--- src/common/mem_stage_params.svh ---
// memory-access stage parameters
// widths, internal op codes from execute, riscv major opcodes and lane sizes

`ifndef MEM_STAGE_PARAMS_SVH
`define MEM_STAGE_PARAMS_SVH

// ****************************************
// widths
// ****************************************
`define XLEN        64          // data and address
`define ILEN        32          // instruction word
`define OP_W        24          // internal op code from execute
`define STRB_W      8           // byte lanes per doubleword
`define REG_IDX_W   5           // register file index

// lane sizes in bits
`define BYTE_W      8
`define HALF_W      16
`define WORD_W      32

// ****************************************
// internal op codes
// ****************************************
// loads
`define OP_LB       24'd11
`define OP_LH       24'd12
`define OP_LW       24'd13
`define OP_LBU      24'd14
`define OP_LHU      24'd15
`define OP_LWU      24'd41
`define OP_LD       24'd42

// stores
`define OP_SB       24'd16
`define OP_SH       24'd17
`define OP_SW       24'd18
`define OP_SD       24'd43

// jumps, rd gets pc+4
`define OP_JAL      24'd4
`define OP_JALR     24'h300

// csr, rd gets the operand
`define OP_CSRRW    24'd49
`define OP_CSRRS    24'd50

// alu class, rd gets the alu result
`define OP_ALU_4000     24'h4000
`define OP_ALU_5000     24'h5000
`define OP_ALU_6000     24'h6000
`define OP_ALU_7000     24'h7000
`define OP_ALU_8000     24'h8000
`define OP_ALU_9000     24'h9000
`define OP_ALU_10000    24'h10000
`define OP_ALU_12000    24'h12000
`define OP_ALU_13000    24'h13000
`define OP_ALU_14000    24'h14000
`define OP_ALU_15000    24'h15000
`define OP_ALU_16000    24'h16000
`define OP_ALU_17000    24'h17000
`define OP_ALU_18000    24'h18000
`define OP_ALU_19000    24'h19000
`define OP_ALU_1A000    24'h1a000
`define OP_ALU_1B000    24'h1b000
`define OP_ALU_1D000    24'h1d000
`define OP_ALU_21000    24'h21000
`define OP_ALU_22000    24'h22000
`define OP_ALU_24000    24'h24000
`define OP_ALU_25000    24'h25000
`define OP_ALU_26000    24'h26000
`define OP_ALU_27000    24'h27000
`define OP_ALU_28000    24'h28000
`define OP_ALU_29000    24'h29000
`define OP_ALU_LUI      24'h100
`define OP_ALU_AUIPC    24'h200
`define OP_ALU_400      24'h400
`define OP_ALU_800      24'h800
`define OP_ALU_C00      24'hc00
`define OP_ALU_D19      24'd19
`define OP_ALU_D20      24'd20
`define OP_ALU_D21      24'd21
`define OP_ALU_D22      24'd22
`define OP_ALU_D23      24'd23
`define OP_ALU_D24      24'd24
`define OP_ALU_D47      24'd47

// ****************************************
// riscv major opcodes
// ****************************************
`define RV_LOAD     7'b0000011
`define RV_STORE    7'b0100011
`define RV_OP_IMM   7'b0010011
`define RV_OP_IMM32 7'b0011011
`define RV_OP       7'b0110011
`define RV_OP32     7'b0111011
`define RV_LUI      7'b0110111
`define RV_AUIPC    7'b0010111
`define RV_SYSTEM   7'b1110011

// system funct3 that write rd
`define F3_CSRRW    3'b001
`define F3_CSRRS    3'b010

`endif

--- src/common/rv_inst_pkg.sv ---
// riscv instruction word type
// one 32-bit word seen as an r/i-type layout or an s-type layout

package rv_inst_pkg;

    // r/i view, rd sits in [11:7]
    typedef struct packed {
        logic [6:0] funct7;
        logic [4:0] rs2;
        logic [4:0] rs1;
        logic [2:0] funct3;
        logic [4:0] rd;
        logic [6:0] opcode;
    } wr_fmt_t;

    // s view, same bits hold the split immediate
    typedef struct packed {
        logic [6:0] imm_hi;     // imm[11:5]
        logic [4:0] rs2;        // store source
        logic [4:0] rs1;        // base
        logic [2:0] funct3;
        logic [4:0] imm_lo;     // imm[4:0]
        logic [6:0] opcode;
    } st_fmt_t;

    typedef union packed {
        wr_fmt_t wr;
        st_fmt_t st;
    } inst_t;

endpackage

--- src/logic/load_align.sv ---
// load lane extraction
// picks the addressed byte/half/word from the doubleword and extends it

`include "mem_stage_params.svh"

module load_align (
    input  logic [`OP_W-1:0]    st_op,
    input  logic [2:0]          addr_low,
    input  logic [`XLEN-1:0]    mem_rdata,
    output logic [`XLEN-1:0]    load_data
);

    logic [`XLEN-1:0]   shifted;        // addressed byte moved to lane 0
    logic [`BYTE_W-1:0] rd_byte;
    logic [`HALF_W-1:0] rd_half;
    logic [`WORD_W-1:0] rd_word;

    assign shifted = mem_rdata >> {addr_low, 3'b000};
    assign rd_byte = shifted[`BYTE_W-1:0];
    assign rd_half = addr_low[0] ? {`HALF_W{1'b0}} : shifted[`HALF_W-1:0];    // even only
    assign rd_word = addr_low[2] ? mem_rdata[`XLEN-1:`WORD_W]
                                 : mem_rdata[`WORD_W-1:0];

    // ****************************************
    // extension by op
    // ****************************************
    always_comb begin
        case (st_op)
            `OP_LB:  load_data = {{(`XLEN-`BYTE_W){rd_byte[`BYTE_W-1]}}, rd_byte};
            `OP_LH:  load_data = {{(`XLEN-`HALF_W){rd_half[`HALF_W-1]}}, rd_half};
            `OP_LW:  load_data = {{(`XLEN-`WORD_W){rd_word[`WORD_W-1]}}, rd_word};
            `OP_LBU: load_data = {{(`XLEN-`BYTE_W){1'b0}}, rd_byte};
            `OP_LHU: load_data = {{(`XLEN-`HALF_W){1'b0}}, rd_half};
            `OP_LWU: load_data = {{(`XLEN-`WORD_W){1'b0}}, rd_word};
            `OP_LD:  load_data = mem_rdata;                 // whole doubleword
            default: load_data = {`XLEN{1'b0}};
        endcase
    end

endmodule

--- src/logic/store_align.sv ---
// store lane alignment
// places store data in its doubleword lane and builds the byte strobe

`include "mem_stage_params.svh"

module store_align (
    input  logic [`OP_W-1:0]    st_op,
    input  logic [2:0]          addr_low,
    input  logic [`XLEN-1:0]    fwd_src2,
    output logic [`XLEN-1:0]    mem_wdata,
    output logic [`STRB_W-1:0]  mem_wstrb
);

    logic [`XLEN-1:0]   byte_word;      // low byte, zero extended
    logic [`XLEN-1:0]   half_word;      // low half, zero extended
    logic [`XLEN-1:0]   word_lo;        // low word, zero extended
    logic [5:0]         bit_shift;      // byte offset in bits

    assign byte_word = {{(`XLEN-`BYTE_W){1'b0}}, fwd_src2[`BYTE_W-1:0]};
    assign half_word = {{(`XLEN-`HALF_W){1'b0}}, fwd_src2[`HALF_W-1:0]};
    assign word_lo   = {{(`XLEN-`WORD_W){1'b0}}, fwd_src2[`WORD_W-1:0]};
    assign bit_shift = {addr_low, 3'b000};

    always_comb begin
        mem_wdata = {`XLEN{1'b0}};
        mem_wstrb = {`STRB_W{1'b0}};
        case (st_op)
            `OP_SB: begin
                mem_wdata = byte_word << bit_shift;
                mem_wstrb = 8'h01 << addr_low;
            end
            `OP_SH: begin
                if (!addr_low[0]) begin         // odd offset stays all zero
                    mem_wdata = half_word << bit_shift;
                    mem_wstrb = 8'h03 << addr_low;
                end
            end
            `OP_SW: begin
                mem_wdata = addr_low[2] ? (word_lo << `WORD_W) : word_lo;   // bit 2 picks the half
                mem_wstrb = addr_low[2] ? 8'hf0 : 8'h0f;
            end
            `OP_SD: begin
                mem_wdata = fwd_src2;
                mem_wstrb = {`STRB_W{1'b1}};
            end
            default: begin
                // not a store, port stays quiet
                mem_wdata = {`XLEN{1'b0}};
                mem_wstrb = {`STRB_W{1'b0}};
            end
        endcase
    end

endmodule

--- src/logic/store_data_fwd.sv ---
// store operand forwarding
// takes the writeback result when it targets the store's rs2

`include "mem_stage_params.svh"

module store_data_fwd (
    input  logic                st_valid,
    input  rv_inst_pkg::inst_t  st_inst,
    input  logic [`XLEN-1:0]    st_src2,
    input  logic                wb_valid,
    input  rv_inst_pkg::inst_t  wb_inst,
    input  logic [`XLEN-1:0]    wb_wdata,
    output logic [`XLEN-1:0]    fwd_src2
);

    logic st_is_store;
    logic wb_writes_rd;
    logic rs2_match;

    assign st_is_store = st_valid && (st_inst.st.opcode == `RV_STORE);

    // writeback classes that update rd, jal/jalr left out
    always_comb begin
        case (wb_inst.wr.opcode)
            `RV_LOAD,
            `RV_OP_IMM,
            `RV_OP_IMM32,
            `RV_OP,
            `RV_OP32,
            `RV_LUI,
            `RV_AUIPC:   wb_writes_rd = 1'b1;
            `RV_SYSTEM:  wb_writes_rd = (wb_inst.wr.funct3 == `F3_CSRRW) ||
                                        (wb_inst.wr.funct3 == `F3_CSRRS);   // csrrw/csrrs
            default:     wb_writes_rd = 1'b0;
        endcase
    end

    // x0 never forwards
    assign rs2_match = (wb_inst.wr.rd == st_inst.st.rs2) && (st_inst.st.rs2 != 5'd0);

    assign fwd_src2 = (st_is_store && wb_valid && wb_writes_rd && rs2_match) ? wb_wdata
                                                                             : st_src2;

endmodule

--- src/logic/wb_select.sv ---
// register write select
// chooses enable and value: alu result, pc+4, csr operand or load data

`include "mem_stage_params.svh"

module wb_select (
    input  logic                    st_valid,
    input  logic                    blocked,
    input  logic [`OP_W-1:0]        st_op,
    input  rv_inst_pkg::inst_t      st_inst,
    input  logic [`XLEN-1:0]        st_pc,
    input  logic [`XLEN-1:0]        st_alu,
    input  logic [`XLEN-1:0]        st_src2,
    input  logic [`XLEN-1:0]        load_data,
    output logic                    rd_we,
    output logic [`REG_IDX_W-1:0]   rd_idx,
    output logic [`XLEN-1:0]        rd_wdata
);

    logic               wen;
    logic [`XLEN-1:0]   wdata;
    logic               live;           // stage holds a finished op

    always_comb begin
        wen   = 1'b1;
        wdata = {`XLEN{1'b0}};
        case (st_op)
            `OP_ALU_4000, `OP_ALU_5000, `OP_ALU_6000, `OP_ALU_7000, `OP_ALU_8000,
            `OP_ALU_9000, `OP_ALU_10000, `OP_ALU_12000, `OP_ALU_13000, `OP_ALU_14000,
            `OP_ALU_15000, `OP_ALU_16000, `OP_ALU_17000, `OP_ALU_18000, `OP_ALU_19000,
            `OP_ALU_1A000, `OP_ALU_1B000, `OP_ALU_1D000, `OP_ALU_21000, `OP_ALU_22000,
            `OP_ALU_24000, `OP_ALU_25000, `OP_ALU_26000, `OP_ALU_27000, `OP_ALU_28000,
            `OP_ALU_29000, `OP_ALU_LUI, `OP_ALU_AUIPC, `OP_ALU_400, `OP_ALU_800,
            `OP_ALU_C00, `OP_ALU_D19, `OP_ALU_D20, `OP_ALU_D21, `OP_ALU_D22,
            `OP_ALU_D23, `OP_ALU_D24, `OP_ALU_D47:
                wdata = st_alu;
            `OP_JAL, `OP_JALR:
                wdata = st_pc + 64'd4;      // link address
            `OP_CSRRW, `OP_CSRRS:
                wdata = st_src2;            // old csr value from execute
            `OP_LB, `OP_LH, `OP_LW, `OP_LBU, `OP_LHU, `OP_LWU, `OP_LD:
                wdata = load_data;
            default:
                wen = 1'b0;                 // stores, branches, nops
        endcase
    end

    assign live     = st_valid && !blocked;
    assign rd_we    = live && wen;
    assign rd_idx   = live ? st_inst.wr.rd : {`REG_IDX_W{1'b0}};
    assign rd_wdata = live ? wdata : {`XLEN{1'b0}};

endmodule

--- src/mem_stage/mem_pipe_reg.sv ---
// stage register between execute and memory access
// holds one instruction, raises the memory request and stalls until ack

`include "mem_stage_params.svh"

module mem_pipe_reg (
    input  logic                clk,
    input  logic                rst,
    input  logic                in_valid,
    input  logic [`XLEN-1:0]    in_pc,
    input  rv_inst_pkg::inst_t  in_inst,
    input  logic [`OP_W-1:0]    in_op,
    input  logic [`XLEN-1:0]    in_alu,
    input  logic [`XLEN-1:0]    in_src2,
    input  logic                out_ready,
    input  logic                mem_ack,
    output logic                in_ready,
    output logic                out_valid,
    output logic [`XLEN-1:0]    out_pc,
    output rv_inst_pkg::inst_t  out_inst,
    output logic                st_valid,
    output logic [`XLEN-1:0]    st_pc,
    output rv_inst_pkg::inst_t  st_inst,
    output logic [`OP_W-1:0]    st_op,
    output logic [`XLEN-1:0]    st_alu,
    output logic [`XLEN-1:0]    st_src2,
    output logic                blocked,
    output logic                mem_req,
    output logic                mem_we,
    output logic [`XLEN-1:0]    mem_addr
);

    logic is_load;
    logic is_store;

    // ****************************************
    // stage register
    // ****************************************
    always_ff @(posedge clk) begin
        if (rst) begin
            st_valid <= 1'b0;
        end else if (in_ready) begin
            st_valid <= in_valid;
        end
    end

    always_ff @(posedge clk) begin
        if (in_ready) begin             // hold under stall or back-pressure
            st_pc   <= in_pc;
            st_inst <= in_inst;
            st_op   <= in_op;
            st_alu  <= in_alu;
            st_src2 <= in_src2;
        end
    end

    // ****************************************
    // memory request and stall
    // ****************************************
    assign is_load  = st_op inside {`OP_LB, `OP_LH, `OP_LW, `OP_LBU, `OP_LHU, `OP_LWU, `OP_LD};
    assign is_store = st_op inside {`OP_SB, `OP_SH, `OP_SW, `OP_SD};

    assign mem_req  = st_valid && (is_load || is_store);   // held until ack
    assign mem_we   = st_valid && is_store;
    assign mem_addr = st_alu;                               // full address, lane from [2:0]

    assign blocked  = mem_req && !mem_ack;

    // outputs hidden while the access is in flight
    assign in_ready  = blocked ? 1'b0 : out_ready;
    assign out_valid = st_valid && !blocked;
    assign out_pc    = blocked ? {`XLEN{1'b0}} : st_pc;
    assign out_inst  = blocked ? rv_inst_pkg::inst_t'({`ILEN{1'b0}}) : st_inst;

endmodule

--- src/mem_stage/mem_stage_top.sv ---
// memory-access stage of the 64-bit pipeline
// stage register, store forwarding, lane alignment and register write select

`include "mem_stage_params.svh"

module mem_stage_top (
    input  logic                    clk,
    input  logic                    rst,
    // from execute
    input  logic                    in_valid,
    output logic                    in_ready,
    input  logic [`XLEN-1:0]        in_pc,
    input  rv_inst_pkg::inst_t      in_inst,
    input  logic [`OP_W-1:0]        in_op,
    input  logic [`XLEN-1:0]        in_alu,
    input  logic [`XLEN-1:0]        in_src2,
    // to writeback
    output logic                    out_valid,
    input  logic                    out_ready,
    output logic [`XLEN-1:0]        out_pc,
    output rv_inst_pkg::inst_t      out_inst,
    // register file write
    output logic                    rd_we,
    output logic [`REG_IDX_W-1:0]   rd_idx,
    output logic [`XLEN-1:0]        rd_wdata,
    // writeback feedback
    input  logic                    wb_valid,
    input  rv_inst_pkg::inst_t      wb_inst,
    input  logic [`XLEN-1:0]        wb_wdata,
    // memory port
    output logic                    mem_req,
    output logic                    mem_we,
    output logic [`XLEN-1:0]        mem_addr,
    output logic [`XLEN-1:0]        mem_wdata,
    output logic [`STRB_W-1:0]      mem_wstrb,
    input  logic                    mem_ack,
    input  logic [`XLEN-1:0]        mem_rdata
);

    // registered stage fields
    logic                   st_valid;
    logic [`XLEN-1:0]       st_pc;
    rv_inst_pkg::inst_t     st_inst;
    logic [`OP_W-1:0]       st_op;
    logic [`XLEN-1:0]       st_alu;
    logic [`XLEN-1:0]       st_src2;
    logic                   blocked;    // mem op waiting on ack

    logic [`XLEN-1:0]       fwd_src2;   // store operand after forwarding
    logic [`XLEN-1:0]       load_data;  // extended load result

    mem_pipe_reg i_pipe_reg (
        .clk       (clk),
        .rst       (rst),
        .in_valid  (in_valid),
        .in_pc     (in_pc),
        .in_inst   (in_inst),
        .in_op     (in_op),
        .in_alu    (in_alu),
        .in_src2   (in_src2),
        .out_ready (out_ready),
        .mem_ack   (mem_ack),
        .in_ready  (in_ready),
        .out_valid (out_valid),
        .out_pc    (out_pc),
        .out_inst  (out_inst),
        .st_valid  (st_valid),
        .st_pc     (st_pc),
        .st_inst   (st_inst),
        .st_op     (st_op),
        .st_alu    (st_alu),
        .st_src2   (st_src2),
        .blocked   (blocked),
        .mem_req   (mem_req),
        .mem_we    (mem_we),
        .mem_addr  (mem_addr)
    );

    store_data_fwd i_store_fwd (
        .st_valid (st_valid),
        .st_inst  (st_inst),
        .st_src2  (st_src2),
        .wb_valid (wb_valid),
        .wb_inst  (wb_inst),
        .wb_wdata (wb_wdata),
        .fwd_src2 (fwd_src2)
    );

    // low address bits pick the lane
    store_align i_store_align (
        .st_op     (st_op),
        .addr_low  (st_alu[2:0]),
        .fwd_src2  (fwd_src2),
        .mem_wdata (mem_wdata),
        .mem_wstrb (mem_wstrb)
    );

    load_align i_load_align (
        .st_op     (st_op),
        .addr_low  (st_alu[2:0]),
        .mem_rdata (mem_rdata),
        .load_data (load_data)
    );

    wb_select i_wb_select (
        .st_valid  (st_valid),
        .blocked   (blocked),
        .st_op     (st_op),
        .st_inst   (st_inst),
        .st_pc     (st_pc),
        .st_alu    (st_alu),
        .st_src2   (st_src2),    // csr ops take the unforwarded operand
        .load_data (load_data),
        .rd_we     (rd_we),
        .rd_idx    (rd_idx),
        .rd_wdata  (rd_wdata)
    );

endmodule

--- config.mk ---
export PLATFORM = sky130hd
export DESIGN_NAME = mem_stage_top
export DESIGN_NICKNAME = d
export VERILOG_FILES = /design/src/common/rv_inst_pkg.sv /design/src/logic/load_align.sv /design/src/logic/store_align.sv /design/src/logic/store_data_fwd.sv /design/src/logic/wb_select.sv /design/src/mem_stage/mem_pipe_reg.sv /design/src/mem_stage/mem_stage_top.sv
export VERILOG_INCLUDE_DIRS = /design/src /design/src/common
export SDC_FILE = /design/constraint.sdc
export NUM_CORES = 1
export LEC_CHECK = 0
export BUFFER_PORTS_ARGS = -buffer_cell sky130_fd_sc_hd__buf_4
export CORE_AREA = 2 2 284 286
export DETAILED_ROUTE_END_ITERATION = 10
export DIE_AREA = 0 0 286 288
export GPL_ROUTABILITY_DRIVEN = 0
export RECOVER_POWER = 100
export SLEW_MARGIN = 20
export SYNTH_ARGS = -nofsm -noshare
export SYNTH_HDL_FRONTEND = slang
export SYNTH_SLANG_ARGS = --single-unit
--- constraint.sdc ---
create_clock -name clk -period 12.3 [get_ports clk]
set_clock_uncertainty 0.05 [all_clocks]
set_input_delay 2.46 -clock clk [delete_from_list [all_inputs] [get_ports clk]]
set_output_delay 2.46 -clock clk [all_outputs]
set_load 0.005 [all_outputs]
==> flow_summary.ini <==
[synth]
syn_nets = 1817
async_flop_share = 0
ys_ff_latch = 249
seq_area_frac_synth = 0.484
synth.cell_area_um2 = 15400
synth_enable_flop_cells = 248
syn_avg_cell_area_um2 = 11.0
netlist_instances = 1398
ys.flop_type = edfxtp_1
ys_types = 88
yosysWarningCount = 0

[route]
viasPerCell = 5.03
drc = 0
drt_pass1_iterations = 6
wirelength_um = 97700
antenna_left = 0
wl_per_cell_um = 30.9
num_vias = 15878
drtIter0Drc = 1493

[pwr]
p_seq_frac = 0.451
p_total_uw = 2460
pwr_density_cell_nw_per_um2 = 110
switching_share = 0.278
p_sw_uw = 686
ir_drop_uv = 175
power_frac_clock = 0.412
power_frac_comb = 0.137
p_leak_uw = 0.00860
p_int_uw = 1780

[setup_path]
arrival_ns = 7.66
start_kind = register
reg2reg_from = i_pipe_reg.st_op[9]$_DFFE_PP_
r2r_slack_ns = 3.26
worstPathRequired_ns = 9.79
cp-endpoint = rd_wdata[36]
critPathKind = reg2out
r2r_end = i_pipe_reg.st_src2[22]$_DFFE_PP_
critPathLaunch = i_pipe_reg.mem_addr[2]$_DFFE_PP_
critPathCaptureType = output port
crit_fanout = 38
reg2reg_depth = 8

[cells_and_area]
multi_input_area_um2 = 7360
post-route-util = 0.283
drive_gt1_frac = 0.359
nets = 2484
num-fill-cells = 8521
seq_area_um2 = 7470
syn_to_final_growth_pct = 45.8

[clock_network]
ctsHoldBuffers = 0
post-cts-setup-buffer-count = 0
cts.sinks = 249
numCtsBuffers = 34
cts-htree-levels = 2
ctsResizeCount = 0
clkTransAtPathRegs_ns = 0.06
cts_tree = done
cts_max_path_buffers = 3
clkLatencyLatePin_ns = 0.57
root_buffer = clkbuf_16

[floorplan]
die_area_um2 = 82400
die_width_um = 286
start_util = 0.194
dieHeight_um = 288
coreArea_um2 = 79600
num_rows = 104
ioPinCount = 720

[min_path]
hp-class = reg2reg
hold_start = i_pipe_reg.st_valid$_SDFFE_PP0P_

[global_routing]
grt_max_degree = 95
track_usage = 0.226
gr-total-overflow = 0
grt_pass1_wl_um = 128000
grt_pass1_vias = 15212
grt_antenna_before_repair = 28

[sta]
report.final.slew_viol_count = 538
hold_viol = 0
rsz0062_at_grt = no
period_share = 0.826
setup_viol = 0
worst_pin_slew_ns = 3.78
relSlewSlack = -1.52
period_needed_ns = 10.17
tns_ns = 0
fmax_mhz = 98.4

[run_status]
outcome = complete, but fails checks
violations = capacitance limit, slew limit

[place]
portBuffers = 702
dp_hpwl_um = 79100

[job]
cap_violations = 11
[worst max-delay path: stages, from the launching register on]
cell,delay (ns)
edfxtp_1,0.31
clkbuf_1,1.83
clkinv_1,1.39
mux4_2,0.58
nor4b_1,0.19
a32oi_1,0.24
clkbuf_1,0.61
nand2b_1,0.20
buf_4,0.31
a221oi_1,0.92
a31oi_1,0.16
clkbuf_1,0.24
[logic make-up after synthesis]
kind of cell	Yosys count	share of synthesized area
muxes	114	0.0883
buffers and inverters	127	0.0400
and+or+nand+nor	460	0.164
AOI/OAI and AO/OA	377	0.182
adders and majority gates	5	0.00405
xor gates and xnor gates	66	0.0374
DFF	249	0.484
[stage by stage]
step           setup slack, ns  instances  hold WS (ns)  cell area (um2)
6_report                  2.13       3157         0.677            22500
2_1_floorplan            0.745       1398         0.596            15400
5_1_grt                   1.77       3151         0.708            22500
3_5_place_dp              3.70       3089         0.712            21900
3_3_place_gp              3.67       3087         0.699            21800
4_1_cts                   3.69       3149         0.726            23000
[layer usage]
| layer | vias up | track usage | part of all wire | routed length [um] |
|---|---|---|---|---|
| met2 | 981 | 0.363 | 0.45 | 44400 |
| met1 | 7833 | 0.292 | 0.42 | 40600 |
| met5 | - | 0 | 0.0013 | 131 |
| li1 | 6890 | - | - | - |
| met4 | 22 | 0.0615 | 0.029 | 2880 |
| met3 | 152 | 0.0700 | 0.099 | 9670 |
[power by group through the flow]
stage	clock network [uW]	registers (uW)	logic, uW
floorplan	0	1080	131
global placement	0	1130	352
detailed placement	0	1130	353
CTS	1050	1110	355
global route	1070	1120	363
finish	1020	1110	338
[area by class of cell]
cell class,instances,area share
clock inverters,21,0.0103
flip-flops and latches,249,0.332
diodes,8,0.000890
clock buffers,39,0.0391
inverters,19,0.00317
well taps,1060,0.0589
multi-input cells,1022,0.327
repair buffers,739,0.229
[how the worst min path moves through the flow]
| stage | end | slack [ns] | cells past startpoint |
|---|---|---|---|
| floorplan | i_pipe_reg.st_valid$_SDFFE_PP0P_ | 0.60 | 3 |
| global placement | i_pipe_reg.st_valid$_SDFFE_PP0P_ | 0.70 | 2 |
| detailed placement | i_pipe_reg.st_valid$_SDFFE_PP0P_ | 0.71 | 2 |
| CTS | i_pipe_reg.st_valid$_SDFFE_PP0P_ | 0.73 | 2 |
| global route | i_pipe_reg.st_valid$_SDFFE_PP0P_ | 0.71 | 2 |
| finish | i_pipe_reg.st_valid$_SDFFE_PP0P_ | 0.68 | 2 |
[sequential cells by signal, summed over array words and instances (netlist names)]
| signal | flops |
|---|---|
| i_pipe_reg.st_op | 24 |
| i_pipe_reg.st_pc | 64 |
| i_pipe_reg.st_valid | 1 |
| i_pipe_reg.st_inst | 32 |
| i_pipe_reg.st_src2 | 64 |
| i_pipe_reg.mem_addr | 64 |
[cells in the mapped netlist, drive strengths merged, types with 8 or more instances]
cell type,number,area (um2)
and3,18,118
a21oi,45,229
nand3,42,210
a41oi,14,123
clkbuf,54,204
nor4b,8,91.3
buf,54,343
o21ai,75,383
nor2b,13,81.3
mux4,15,338
a221o,16,160
a2111oi,8,114
xnor2,34,298
xor2,32,280
edfxtp,248,7450
a22oi,16,120
nor4,23,205
mux2,21,244
nor2,70,265
a221oi,30,313
o221ai,10,87.6
and2,94,588
a31oi,45,282
nor3,22,126
nand2b,9,56.3
a222oi,35,350
o22ai,25,156
nand2,107,404
mux2i,78,781
inv,16,60.1
nand4,29,188
o22a,14,123
[placed cells by master, fill, tap and decap left out, types with 29 or more instances in the layout]
| cell | instances |
|---|---|
| a21oi_1 | 44 |
| edfxtp_1 | 248 |
| clkbuf_4 | 346 |
| o21ai_0 | 73 |
| a31oi_1 | 45 |
| a222oi_1 | 35 |
| xnor2_1 | 34 |
| xor2_1 | 32 |
| nor2_1 | 70 |
| clkbuf_1 | 107 |
| nand4_1 | 29 |
| nand2_1 | 106 |
| buf_4 | 286 |
| and2_0 | 77 |
| clkbuf_16 | 34 |
| nand3_1 | 42 |
| mux2i_1 | 78 |
(Power assumes the default switching activity.)
